[config.mk]
export PLATFORM = sky130hd
export DESIGN_NAME = fetch_stage
export DESIGN_NICKNAME = d
export VERILOG_FILES = /design/src/design/rv_isa_pkg.sv /design/src/design/fetch_pkg.sv /design/src/design/rvc_expander.sv /design/src/design/fetch_aligner.sv /design/src/design/fetch_pc_gen.sv /design/src/design/fetch_stage.sv
export VERILOG_INCLUDE_DIRS = /design/src /design/src/design
export SDC_FILE = /design/constraint.sdc
export NUM_CORES = 1
export LEC_CHECK = 0
export BUFFER_PORTS_ARGS = -buffer_cell sky130_fd_sc_hd__buf_2
export CAP_MARGIN = 40
export CORE_MARGIN = 5
export CORE_UTILIZATION = 35
export DETAILED_ROUTE_END_ITERATION = 12
export SLEW_MARGIN = 0
export SYNTH_ARGS = -nofsm -noshare
export SYNTH_HDL_FRONTEND = slang
export SYNTH_SLANG_ARGS = --single-unit
[constraint.sdc]
create_clock -name clk_i -period 12.7 [get_ports clk_i]
set_input_delay 2.54 -clock clk_i [delete_from_list [all_inputs] [get_ports clk_i]]
set_output_delay 2.54 -clock clk_i [all_outputs]
set_load 0.02 [all_outputs]
[src/design/fetch_params.svh]
`ifndef FETCH_PARAMS_SVH
`define FETCH_PARAMS_SVH

// address and data path width of the core
`define XLEN 32

// first fetch address after reset or flush, must be word aligned
`define RESET_PC 32'h0000_0000

// what an unsupported compressed encoding turns into
// the all-zero word is illegal in the base ISA as well
`define ILLEGAL_INST 32'h0000_0000

`endif

[src/design/rv_isa_pkg.sv]
package rv_isa_pkg;

    typedef logic [15:0] half_t;    // one parcel, a compressed instruction fits here
    typedef logic [31:0] inst_t;    // full base instruction

    // major opcodes the compressed forms map onto
    typedef enum logic [6:0] {
        OPC_LOAD   = 7'b0000011,
        OPC_OP_IMM = 7'b0010011,
        OPC_STORE  = 7'b0100011,
        OPC_OP     = 7'b0110011,
        OPC_LUI    = 7'b0110111,
        OPC_BRANCH = 7'b1100011,
        OPC_JALR   = 7'b1100111,
        OPC_JAL    = 7'b1101111,
        OPC_SYSTEM = 7'b1110011
    } opcode_e;

    // low two bits of a halfword
    // anything but QUAD_FULL is a 16-bit instruction
    typedef enum logic [1:0] {
        QUAD_0    = 2'b00,
        QUAD_1    = 2'b01,
        QUAD_2    = 2'b10,
        QUAD_FULL = 2'b11
    } quadrant_e;

endpackage

[src/design/fetch_pkg.sv]
`include "fetch_params.svh"

package fetch_pkg;

    // one instruction handed to decode
    typedef struct packed {
        logic              valid;
        rv_isa_pkg::inst_t inst;       // always the 32-bit form
        logic [`XLEN-1:0]  pc;
        logic [`XLEN-1:0]  next_pc;    // pc + 2 or pc + 4
    } fetch_out_t;

    // restart request from execute
    typedef struct packed {
        logic             valid;
        logic [`XLEN-1:0] target;
    } redirect_t;

    // what the halfword buffer currently holds
    typedef enum logic [1:0] {
        EMPTY    = 2'd0,    // start from the low half of the presented word
        HELD     = 2'd1,    // compressed upper half waiting to be sent
        STRADDLE = 2'd2     // lower half of a 32-bit instruction, rest in next word
    } align_state_e;

endpackage

[src/design/rvc_expander.sv]
`include "fetch_params.svh"

module rvc_expander (
    input  rv_isa_pkg::half_t half_i,
    output rv_isa_pkg::inst_t inst_o
);
    import rv_isa_pkg::*;

    logic [4:0]  rd;          // full register fields
    logic [4:0]  rs2;
    logic [4:0]  rp_lo;       // x8..x15 taken from bits 4:2
    logic [4:0]  rp_hi;       // x8..x15 taken from bits 9:7
    logic [11:0] imm6;        // sign extended 6-bit immediate
    logic [19:0] jal_imm;     // c.j/c.jal offset already in J-type order
    logic [6:0]  ca_funct7;
    logic [2:0]  ca_funct3;

    assign rd      = half_i[11:7];
    assign rs2     = half_i[6:2];
    assign rp_lo   = {2'b01, half_i[4:2]};
    assign rp_hi   = {2'b01, half_i[9:7]};
    assign imm6    = {{7{half_i[12]}}, half_i[6:2]};
    assign jal_imm = {half_i[12], half_i[8], half_i[10:9], half_i[6], half_i[7],
                      half_i[2], half_i[11], half_i[5:3], {9{half_i[12]}}};

    // sub / xor / or / and picked by bits 6:5
    assign ca_funct7 = (half_i[6:5] == 2'b00) ? 7'b0100000 : 7'b0000000;
    assign ca_funct3 = (half_i[6:5] == 2'b00) ? 3'b000 : {1'b1, half_i[6], &half_i[6:5]};

    always_comb begin
        inst_o = `ILLEGAL_INST;
        case ({half_i[1:0], half_i[15:13]})
            {QUAD_0, 3'b000}: begin  // c.addi4spn, zero immediate is reserved
                if (half_i[12:5] != 8'd0) begin
                    inst_o = {2'b00, half_i[10:7], half_i[12:11], half_i[5], half_i[6],
                              2'b00, 5'd2, 3'b000, rp_lo, OPC_OP_IMM};
                end
            end
            {QUAD_0, 3'b010}: begin  // c.lw
                inst_o = {5'd0, half_i[5], half_i[12:10], half_i[6], 2'b00,
                          rp_hi, 3'b010, rp_lo, OPC_LOAD};
            end
            {QUAD_0, 3'b110}: begin  // c.sw
                inst_o = {5'd0, half_i[5], half_i[12], rp_lo, rp_hi, 3'b010,
                          half_i[11:10], half_i[6], 2'b00, OPC_STORE};
            end
            {QUAD_1, 3'b000}: inst_o = {imm6, rd, 3'b000, rd, OPC_OP_IMM};    // c.addi, c.nop
            {QUAD_1, 3'b001}: inst_o = {jal_imm, 5'd1, OPC_JAL};              // c.jal
            {QUAD_1, 3'b010}: inst_o = {imm6, 5'd0, 3'b000, rd, OPC_OP_IMM};  // c.li
            {QUAD_1, 3'b011}: begin
                if (rd == 5'd2) begin  // c.addi16sp
                    inst_o = {{3{half_i[12]}}, half_i[4:3], half_i[5], half_i[2], half_i[6],
                              4'b0000, 5'd2, 3'b000, 5'd2, OPC_OP_IMM};
                end else begin  // c.lui
                    inst_o = {{15{half_i[12]}}, half_i[6:2], rd, OPC_LUI};
                end
            end
            {QUAD_1, 3'b100}: begin
                case (half_i[11:10])
                    2'b10: inst_o = {imm6, rp_hi, 3'b111, rp_hi, OPC_OP_IMM};  // c.andi
                    2'b11: begin
                        // bit 12 set selects the RV64 word ops
                        if (!half_i[12]) begin
                            inst_o = {ca_funct7, rp_lo, rp_hi, ca_funct3, rp_hi, OPC_OP};
                        end
                    end
                    default: begin  // c.srli and c.srai, bit 10 picks arithmetic
                        if (!half_i[12]) begin
                            inst_o = {1'b0, half_i[10], 5'd0, rs2, rp_hi, 3'b101,
                                      rp_hi, OPC_OP_IMM};
                        end
                    end
                endcase
            end
            {QUAD_1, 3'b101}: inst_o = {jal_imm, 5'd0, OPC_JAL};  // c.j
            {QUAD_1, 3'b110},
            {QUAD_1, 3'b111}: begin  // c.beqz / c.bnez, bit 13 becomes funct3[0]
                inst_o = {{4{half_i[12]}}, half_i[6:5], half_i[2], 5'd0, rp_hi, 2'b00,
                          half_i[13], half_i[11:10], half_i[4:3], half_i[12], OPC_BRANCH};
            end
            {QUAD_2, 3'b000}: begin  // c.slli, shamt[5] must be clear on RV32
                if (!half_i[12]) begin
                    inst_o = {7'd0, rs2, rd, 3'b001, rd, OPC_OP_IMM};
                end
            end
            {QUAD_2, 3'b010}: begin  // c.lwsp
                inst_o = {4'd0, half_i[3:2], half_i[12], half_i[6:4], 2'b00,
                          5'd2, 3'b010, rd, OPC_LOAD};
            end
            {QUAD_2, 3'b100}: begin
                if (!half_i[12]) begin
                    if (rs2 != 5'd0) begin
                        inst_o = {7'd0, rs2, 5'd0, 3'b000, rd, OPC_OP};      // c.mv
                    end else if (rd != 5'd0) begin
                        inst_o = {12'd0, rd, 3'b000, 5'd0, OPC_JALR};        // c.jr
                    end
                end else if (rs2 != 5'd0) begin
                    inst_o = {7'd0, rs2, rd, 3'b000, rd, OPC_OP};            // c.add
                end else if (rd != 5'd0) begin
                    inst_o = {12'd0, rd, 3'b000, 5'd1, OPC_JALR};            // c.jalr
                end else begin
                    inst_o = {12'd1, 5'd0, 3'b000, 5'd0, OPC_SYSTEM};        // c.ebreak
                end
            end
            {QUAD_2, 3'b110}: begin  // c.swsp
                inst_o = {4'd0, half_i[8:7], half_i[12], rs2, 5'd2, 3'b010,
                          half_i[11:9], 2'b00, OPC_STORE};
            end
            default: inst_o = `ILLEGAL_INST;
        endcase
    end

endmodule

[src/design/fetch_aligner.sv]
`include "fetch_params.svh"

module fetch_aligner (
    input  logic                  clk_i,
    input  logic                  rst_n_i,
    input  logic                  stall_i,
    input  logic                  flush_i,
    input  logic                  imem_wait_i,
    input  rv_isa_pkg::inst_t     imem_data_i,
    input  fetch_pkg::redirect_t  redirect_i,
    output logic                  advance_o,
    output fetch_pkg::fetch_out_t fetch_o
);
    import rv_isa_pkg::*;
    import fetch_pkg::*;

    align_state_e     state_q;
    align_state_e     state_d;
    half_t            half_q;       // upper halfword of the last accepted word
    logic [`XLEN-1:0] pc_q;         // pc of the next instruction to emit
    half_t            rvc_half;
    inst_t            rvc_inst;
    fetch_out_t       out_d;
    logic             emit_rvc;
    logic             hi_full;      // upper half opens a 32-bit instruction
    logic             valid_q;
    inst_t            inst_q;
    logic [`XLEN-1:0] out_pc_q;
    logic [`XLEN-1:0] out_next_q;

    assign hi_full  = (imem_data_i[17:16] == QUAD_FULL);
    assign rvc_half = (state_q == HELD) ? half_q : imem_data_i[15:0];

    rvc_expander i_rvc_expander (
        .half_i (rvc_half),
        .inst_o (rvc_inst)
    );

    always_comb begin
        state_d     = EMPTY;
        advance_o   = 1'b1;
        emit_rvc    = 1'b0;
        out_d.valid = 1'b1;
        out_d.inst  = imem_data_i;              // aligned 32-bit word by default
        case (state_q)
            EMPTY: begin
                if (imem_data_i[1:0] != QUAD_FULL) begin
                    // compressed low half, the word stays for its upper half
                    emit_rvc   = 1'b1;
                    out_d.inst = rvc_inst;
                    state_d    = hi_full ? STRADDLE : HELD;
                    advance_o  = hi_full;
                end
            end
            HELD: begin                         // compressed upper half from the buffer
                emit_rvc   = 1'b1;
                out_d.inst = rvc_inst;
            end
            STRADDLE: begin
                out_d.inst = {imem_data_i[15:0], half_q};  // join across the word boundary
                state_d    = hi_full ? STRADDLE : HELD;
                advance_o  = hi_full;
            end
            default: out_d.valid = 1'b0;
        endcase
        out_d.pc      = pc_q;
        out_d.next_pc = pc_q + (emit_rvc ? 2 : 4);
    end

    always_ff @(posedge clk_i) begin
        if (!rst_n_i || flush_i) begin
            state_q <= EMPTY;
            pc_q    <= `RESET_PC;
            valid_q <= 1'b0;
        end else if (redirect_i.valid) begin
            state_q <= EMPTY;                   // anything buffered is dropped
            pc_q    <= redirect_i.target;
            valid_q <= 1'b0;
        end else if (!stall_i) begin
            if (!imem_wait_i) begin
                state_q <= state_d;
                pc_q    <= out_d.next_pc;
            end
            valid_q <= out_d.valid & ~imem_wait_i;
        end
    end

    always_ff @(posedge clk_i) begin
        if (!stall_i && !imem_wait_i) begin
            half_q     <= imem_data_i[31:16];
            inst_q     <= out_d.inst;
            out_pc_q   <= out_d.pc;
            out_next_q <= out_d.next_pc;
        end
    end

    assign fetch_o = '{valid: valid_q, inst: inst_q, pc: out_pc_q, next_pc: out_next_q};

    // nothing from the old path may reach decode once execute has redirected
    assert property (@(posedge clk_i) disable iff (!rst_n_i)
        redirect_i.valid |=> !fetch_o.valid);

endmodule

[src/design/fetch_pc_gen.sv]
`include "fetch_params.svh"

module fetch_pc_gen (
    input  logic                 clk_i,
    input  logic                 rst_n_i,
    input  logic                 stall_i,
    input  logic                 flush_i,
    input  logic                 imem_wait_i,
    input  logic                 advance_i,
    input  fetch_pkg::redirect_t redirect_i,
    output logic [`XLEN-1:0]     imem_addr_o,
    output logic                 mispredict_o
);

    // word address register, the aligner decides when to move on
    always_ff @(posedge clk_i) begin
        if (!rst_n_i || flush_i) begin
            imem_addr_o  <= `RESET_PC;
            mispredict_o <= 1'b0;
        end else begin
            mispredict_o <= redirect_i.valid;   // pulse follows the redirect strobe
            if (redirect_i.valid) begin
                imem_addr_o <= redirect_i.target;   // wins over stall
            end else if (advance_i && !imem_wait_i && !stall_i) begin
                imem_addr_o <= imem_addr_o + 4;
            end
        end
    end

    // the aligner always restarts on a low half
    // so execute may only send word aligned targets
    assert property (@(posedge clk_i) disable iff (!rst_n_i)
        redirect_i.valid |-> (redirect_i.target[1:0] == 2'b00));

endmodule

[src/design/fetch_stage.sv]
`include "fetch_params.svh"

module fetch_stage (
    input  logic                  clk_i,
    input  logic                  rst_n_i,
    input  logic                  stall_i,
    input  logic                  flush_i,
    input  logic                  imem_wait_i,
    input  rv_isa_pkg::inst_t     imem_data_i,
    input  fetch_pkg::redirect_t  redirect_i,
    output logic [`XLEN-1:0]      imem_addr_o,
    output fetch_pkg::fetch_out_t fetch_o,
    output logic                  mispredict_o
);

    logic advance;  // aligner is done with the presented word

    fetch_pc_gen i_fetch_pc_gen (
        .clk_i        (clk_i),
        .rst_n_i      (rst_n_i),
        .stall_i      (stall_i),
        .flush_i      (flush_i),
        .imem_wait_i  (imem_wait_i),
        .advance_i    (advance),
        .redirect_i   (redirect_i),
        .imem_addr_o  (imem_addr_o),
        .mispredict_o (mispredict_o)
    );

    fetch_aligner i_fetch_aligner (
        .clk_i       (clk_i),
        .rst_n_i     (rst_n_i),
        .stall_i     (stall_i),
        .flush_i     (flush_i),
        .imem_wait_i (imem_wait_i),
        .imem_data_i (imem_data_i),
        .redirect_i  (redirect_i),
        .advance_o   (advance),
        .fetch_o     (fetch_o)
    );

endmodule

# Word level (Yosys, flattened, before mapping)
# Index checks and enable logic that the tools add are counted.
# totals
ff_bits,180
inputBits,70
output_inout_bits,130
elab_cells,88
# op_classes
n_addsub,2
n_eq_ne,23
n_mux,31
bitwise_logic,3
n_reduce_logical,20
# op_table
cell,count
32-bit one-hot mux with 14 select lines,1
32-bit 2-to-1 mux,6
25-bit 2-to-1 mux,4
32-bit one-hot mux with 3 select lines,1
32-bit one-hot mux with 2 select lines,1
31-bit 2-to-1 mux,2
5-bit by 4-bit equality test with 1-bit output (second input constant),8
32-bit by 3-bit adder with 32-bit output (second input constant),1
32-bit adder,1
30-bit 2-to-1 mux,1
29-bit 2-to-1 mux,1
21-bit 2-to-1 mux,1
5-bit equality test (second input constant),4
20-bit 2-to-1 mux,1
16-bit 2-to-1 mux,1
5-bit by 2-bit equality test with 1-bit output (second input constant),2
5-bit nonzero test,2
2-bit equality test (second input constant),4
8-bit nonzero test,1
3-bit 2-to-1 mux,2
6-bit 2-to-1 mux,1
2-bit AND reduction,3
5-bit by 3-bit equality test with 1-bit output (second input constant),1
5-bit zero test,1
16 further kinds,28

# Depth between registers and ports, before layout
# logic_depth
depth_word,9
depth_mapped,16
mapped_depth_nobuf,13

# By module
# Synthesis repeated with hierarchy kept, for this count alone.
# unflattened
cells_unflattened,1012
hier_area_um2,9990.8
# modules_own_cells
mod,instances,cells_each,area_each_um2
fetch_aligner,1,589,6920.4
fetch_pc_gen,1,209,1828.0
rvc_expander,1,214,1242.4

# Least setup slack after synthesis
# No wires, ideal clock.
# synth_path
path_type,input-to-reg
start,in stall_i
end,reg i_fetch_aligner.pc_q[9]
arrival_time_ns,7.059
t_required_ns,12.630
path_slack_ns,5.571
cell_stages,7
path_buffers,2
cell_sequence,or2_2 clkbuf_1 inv_1 clkbuf_1 nand3_1 xor2_1 a21oi_1
# synth_via
elab_chain_cells,2
# synth_lines
item,line_no,rtl
start: declaration,fetch_stage.sv:6,"input logic stall_i,"
2-bit by 1-bit != test with 1-bit output (no line),--,
2-bit AND reduction (no line),--,
end signal: assignment,fetch_aligner.sv:73,pc_q <= `RESET_PC;
end signal: assignment,fetch_aligner.sv:77,pc_q <= redirect_i.target;
end signal: assignment,fetch_aligner.sv:82,pc_q <= out_d.next_pc;
end: declaration,fetch_aligner.sv:20,logic [`XLEN-1:0] pc_q;
# No other way between the ends.
# A chain may end at the register's enable or synchronous reset.

# Final worst setup path
# layout_path
start,in imem_data_i[0]
end,reg i_fetch_aligner.pc_q[31]
# layout_via
elab_chain_cells,8
# layout_lines
item,line_no,rtl
start: declaration,fetch_stage.sv:9,"input rv_isa_pkg::inst_t imem_data_i,"
2-bit != test,fetch_aligner.sv:47,if (imem_data_i[1:0] != QUAD_FULL) begin
1-bit 2-to-1 mux,fetch_aligner.sv:47,
1-bit one-hot mux with 2 select lines,fetch_aligner.sv:45,case (state_q)
3-bit 2-to-1 mux,fetch_aligner.sv:67,out_d.next_pc = pc_q + (emit_rvc ? 2 : 4);
32-bit adder,fetch_aligner.sv:67,
32-bit 2-to-1 mux,fetch_aligner.sv:80,if (!imem_wait_i) begin
32-bit 2-to-1 mux,fetch_aligner.sv:79,end else if (!stall_i) begin
32-bit 2-to-1 mux,fetch_aligner.sv:75,end else if (redirect_i.valid) begin
# No other way between the ends. The select of a mux whose other input is x is not followed.

==> results.txt <==
* Outcome: completed
- Syn_area_per_cell: between 10 and 15 um^2
* Total clock buffers created by CTS: 17
- Across the VDD grid, the largest voltage drop is between 0.00007 and 0.00008 V.
- Netlist area before placement: between 0.009 and 0.01 mm^2
- After clock tree synthesis, the clock-pin slew on the worst setup and hold paths is approximately 0.08 ns.
* Number of placed cells counting well taps: 1410
- The worst setup path is launched from a primary input.
- Fin area: 0.0114 mm^2
* Layout Nets: between 1000 and 1500
- Clock sinks: between 150 and 200
* Arrival time at the worst endpoint: ~5.9 ns
- Final number of setup-violating endpoints: 0
* Hold Buf Count CTS: 0
- Post-detail-place hpwl: roughly 22000 um
* TritonCTS clock tree: yes
- Total of fill cells in the finished design: ~2700
- Dividing the final minimum period by the clock period gives 43.7%.
* Maximum clock frequency: about 0.18 GHz
- Req. time, crit path: 13.00 ns
- Core region area: ~0.027 mm^2
* Root Driver: sky130_fd_sc_hd__clkbuf_16
- Grt total ovfl: 0
- The analysis attributes to cell leakage a power of ~4.4 nW.
* Count of pins over their slew limit: 0
* Max transition margin: a little over two fifths
- During synthesis, Yosys emitted a total of 0 warnings.
- Number of I/O port buffers: 199
* Clock H-tree levels: 4
- For this run, the number of standard cells in the final layout without fillers is between 1000 and 1500.
- Across the routed clock network, the largest skew measured is between 0.02 and 0.025 ns.
- Die width: approximately 170 um
- The congestion estimate from routability-driven global placement came to 0.962.
- The multi-input combinational cells in the finished layout cover a total of between 0.004 and 0.005 mm^2.
* Later-pin clock latency in the skew report: ~0.44 ns
- Final worst slack: just over 7 ns
* Pin count of the biggest net entering global routing: 69
* Most frequent standard cell in the layout excluding fill and tap cells: sky130_fd_sc_hd__buf_2
* Register area share after synthesis: roughly half
- Layout cells sized above 1: between 20% and 30%
- For this run, design rule violations remaining after detail routing come to 0.
- CP max FO: 10
* Async SR Flop Fraction: 0%
- On the final layout, the worst hold slack is 0.453 ns.
* Buffer levels on the longest clock path: 2
- The via count of the first global-routing pass was 7710.
- Setup slack at placement: just under 7 ns
- Overall die area: 0.0303 mm^2
- In this run, synthesis produced a sequential element count of 179.
- Register area: 0.00470 mm^2
- 200 I/O pins were placed.
* Distinct cell type count after synthesis: 82
- Cell Area, Placed: 0.0107 mm^2
- Relative to the synthesized area, the layout overhead comes to 20.5%.
* Total negative slack for setup checks: 0 ns
* Flip-flop cell with the highest count after synthesis: sky130_fd_sc_hd__edfxtp_1
* Number of enable-type register cells in the synthesized netlist: roughly 110
- Post-CTS repair changed the size of 0 cells.
- The initial antenna violation count is 4.
- RSZ-0062 raised after global routing: false
- Initial Util: between 30% and 40%
- # rows: 60
- The hold violation total from the final report is 0.
* Endpoint kind of the worst setup timing path: register
- Cell count after synthesis: approximately 910
* GR Util All Layers: around a fifth
- In the routed layout, each cell is associated on average with a via count of between 5 and 6.
- The tool flagged a number of max-cap violations equal to 0.
* Post-route antenna net violation count: 0
- Min Tclk post-route: around 5.5 ns
- The worst setup path is of the primary input to register kind.
* Slew at the pin closest to its max-slew limit: roughly 0.84 ns
* Via count: between 7000 and 8000
* Synth Net Count: ~990
- PD cells: between 100 and 150 mW/mm^2
* Starting DRC count in detailed routing: between 800 and 900
* Hold/Removal Path Class: register to register
* Wire length of the first global-routing pass: about 46000 um
- Drt first pass iters: 6
- Top library cells by usage in the layout, fill and taps aside: sky130_fd_sc_hd__buf_2 (199), sky130_fd_sc_hd__edfxtp_1 (111), sky130_fd_sc_hd__nand2_1 (89)
* Routed length per placed instance: around 21 um
- The routed design has around 30000 um of wire.
- In this run the vertical extent of the chip is 174 um.
- The number of setup buffers added after CTS is 0.
-- flip-flops by register name, summed over array words and instances (netlist names) --
signal	cells
i_fetch_aligner.half_q	16
i_fetch_aligner.inst_q	32
i_fetch_aligner.out_next_q	32
i_fetch_aligner.out_pc_q	31
i_fetch_aligner.pc_q	32
i_fetch_aligner.state_q	2
i_fetch_aligner.valid_q	1
i_fetch_pc_gen.imem_addr_o	32
i_fetch_pc_gen.mispredict_o	1
-- path summary, 6_finish.rpt --
path              slack [ns]  depth (start not counted)                  startpoint                            end
hold / removal          0.45                          0     i_fetch_aligner.pc_q[0]  i_fetch_aligner.out_next_q[0]
setup reg to reg        8.51                         13  i_fetch_aligner.state_q[0]       i_fetch_aligner.pc_q[31]
hold reg to reg         0.45                          0     i_fetch_aligner.pc_q[0]  i_fetch_aligner.out_next_q[0]
setup / recovery        7.15                         14              imem_data_i[0]       i_fetch_aligner.pc_q[31]
-- worst max-delay path, cell delays in order --
cell                       delay (ns)
sky130_fd_sc_hd__buf_2           0.20
sky130_fd_sc_hd__nand2_1         0.13
sky130_fd_sc_hd__nor2_1          0.58
sky130_fd_sc_hd__or2_2           0.29
sky130_fd_sc_hd__inv_1           0.11
sky130_fd_sc_hd__ha_1            0.24
sky130_fd_sc_hd__fa_1            0.42
sky130_fd_sc_hd__and3_1          0.26
sky130_fd_sc_hd__and4_1          0.33
sky130_fd_sc_hd__nand3_1         0.26
sky130_fd_sc_hd__or3_1           0.20
sky130_fd_sc_hd__nor2_1          0.06
sky130_fd_sc_hd__xnor2_1         0.15
sky130_fd_sc_hd__a21boi_1        0.08
-- metrics by stage --
stage	total power [mW]	util [%]
6_report	1.40	42.5
3_3_place_gp	0.854	39.9
4_1_cts	1.41	42.5
5_1_grt	1.45	42.5
3_5_place_dp	0.855	40.1
2_1_floorplan	0.784	-
-- Yosys cell counts (3+ instances only) --
cell                        instances  share of area (%)
sky130_fd_sc_hd__a2111oi_0          3               0.28
sky130_fd_sc_hd__a21boi_0           4               0.32
sky130_fd_sc_hd__a21o_1             4               0.32
sky130_fd_sc_hd__a21oi_1           80                4.2
sky130_fd_sc_hd__a21oi_2            4               0.37
sky130_fd_sc_hd__a221oi_1           4               0.37
sky130_fd_sc_hd__a222oi_1           3               0.32
sky130_fd_sc_hd__a22oi_1           20                1.6
sky130_fd_sc_hd__a31o_2             5               0.46
sky130_fd_sc_hd__a31oi_1           18                1.2
sky130_fd_sc_hd__and2_1            10               0.66
sky130_fd_sc_hd__and3_1            14               0.93
sky130_fd_sc_hd__and4_1            12                1.1
sky130_fd_sc_hd__buf_1              5               0.20
sky130_fd_sc_hd__buf_2             13               0.69
sky130_fd_sc_hd__buf_4              5               0.40
sky130_fd_sc_hd__clkbuf_1          30                1.2
sky130_fd_sc_hd__dfxtp_1           68                 14
sky130_fd_sc_hd__edfxtp_1         111                 35
sky130_fd_sc_hd__ha_1               3               0.40
sky130_fd_sc_hd__inv_1             11               0.44
sky130_fd_sc_hd__mux2_2            26                3.1
sky130_fd_sc_hd__mux2i_1           24                2.5
sky130_fd_sc_hd__nand2_1           89                3.5
sky130_fd_sc_hd__nand3_1           36                1.9
sky130_fd_sc_hd__nand4_1           13               0.86
sky130_fd_sc_hd__nor2_1            52                2.1
sky130_fd_sc_hd__nor2b_1            4               0.27
sky130_fd_sc_hd__nor3_1             6               0.32
sky130_fd_sc_hd__nor3b_1            3               0.24
sky130_fd_sc_hd__nor4_1             6               0.40
sky130_fd_sc_hd__nor4bb_1           4               0.42
sky130_fd_sc_hd__o2111ai_1          5               0.46
sky130_fd_sc_hd__o21a_1             7               0.56
sky130_fd_sc_hd__o21ai_0           53                2.8
sky130_fd_sc_hd__o21ai_1            5               0.27
sky130_fd_sc_hd__o311ai_1           5               0.46
sky130_fd_sc_hd__o31ai_1            5               0.40
sky130_fd_sc_hd__or3_1              5               0.33
sky130_fd_sc_hd__xnor2_1           34                3.2
sky130_fd_sc_hd__xor2_1            51                4.7
-- report_power, final --
group | leakage, nW | switching [mW] | internal, mW
clock network | 0.303 | 0.283 | 0.275
registers | 1.64 | 0.0209 | 0.646
logic | 2.41 | 0.116 | 0.0600
total | 4.35 | 0.420 | 0.982
-- area by class of cell --
cell class / instances / share of cell area (%)
flip-flops and latches: 179 / 41.4
multi-input cells: 669 / 39.2
repair buffers: 210 / 9.71
well taps: 341 / 3.76
clock buffers: 17 / 3.75
clock inverters: 15 / 1.80
inverters: 11 / 0.386
diodes: 1 / 0.0220
-- metal layers --
| layer | global-route usage, % | up-vias | part of all wire (%) |
|---|---|---|---|
| li1 | - | 3775 | - |
| met4 | 6.07 | 6 | 2.5 |
| met5 | 0 | - | 0.092 |
| met2 | 31.8 | 287 | 47 |
| met1 | 25.5 | 3850 | 43 |
| met3 | 5.46 | 48 | 6.8 |
-- logic make-up (layout without fill, tap and decap cells) --
| logic type | after synthesis | count (layout) | synth area share [%] |
|---|---|---|---|
| other cells | 0 | 1 | 0 |
| compound gates | 251 | 251 | 17.3 |
| xor+xnor | 85 | 85 | 7.90 |
| fa+ha+maj | 4 | 4 | 0.611 |
| mux | 52 | 52 | 6.04 |
| simple gates | 277 | 277 | 15.3 |
| flops | 179 | 179 | 49.8 |
| buf+inv | 66 | 253 | 3.09 |
Note: power is estimated with default switching activity, not from simulation.
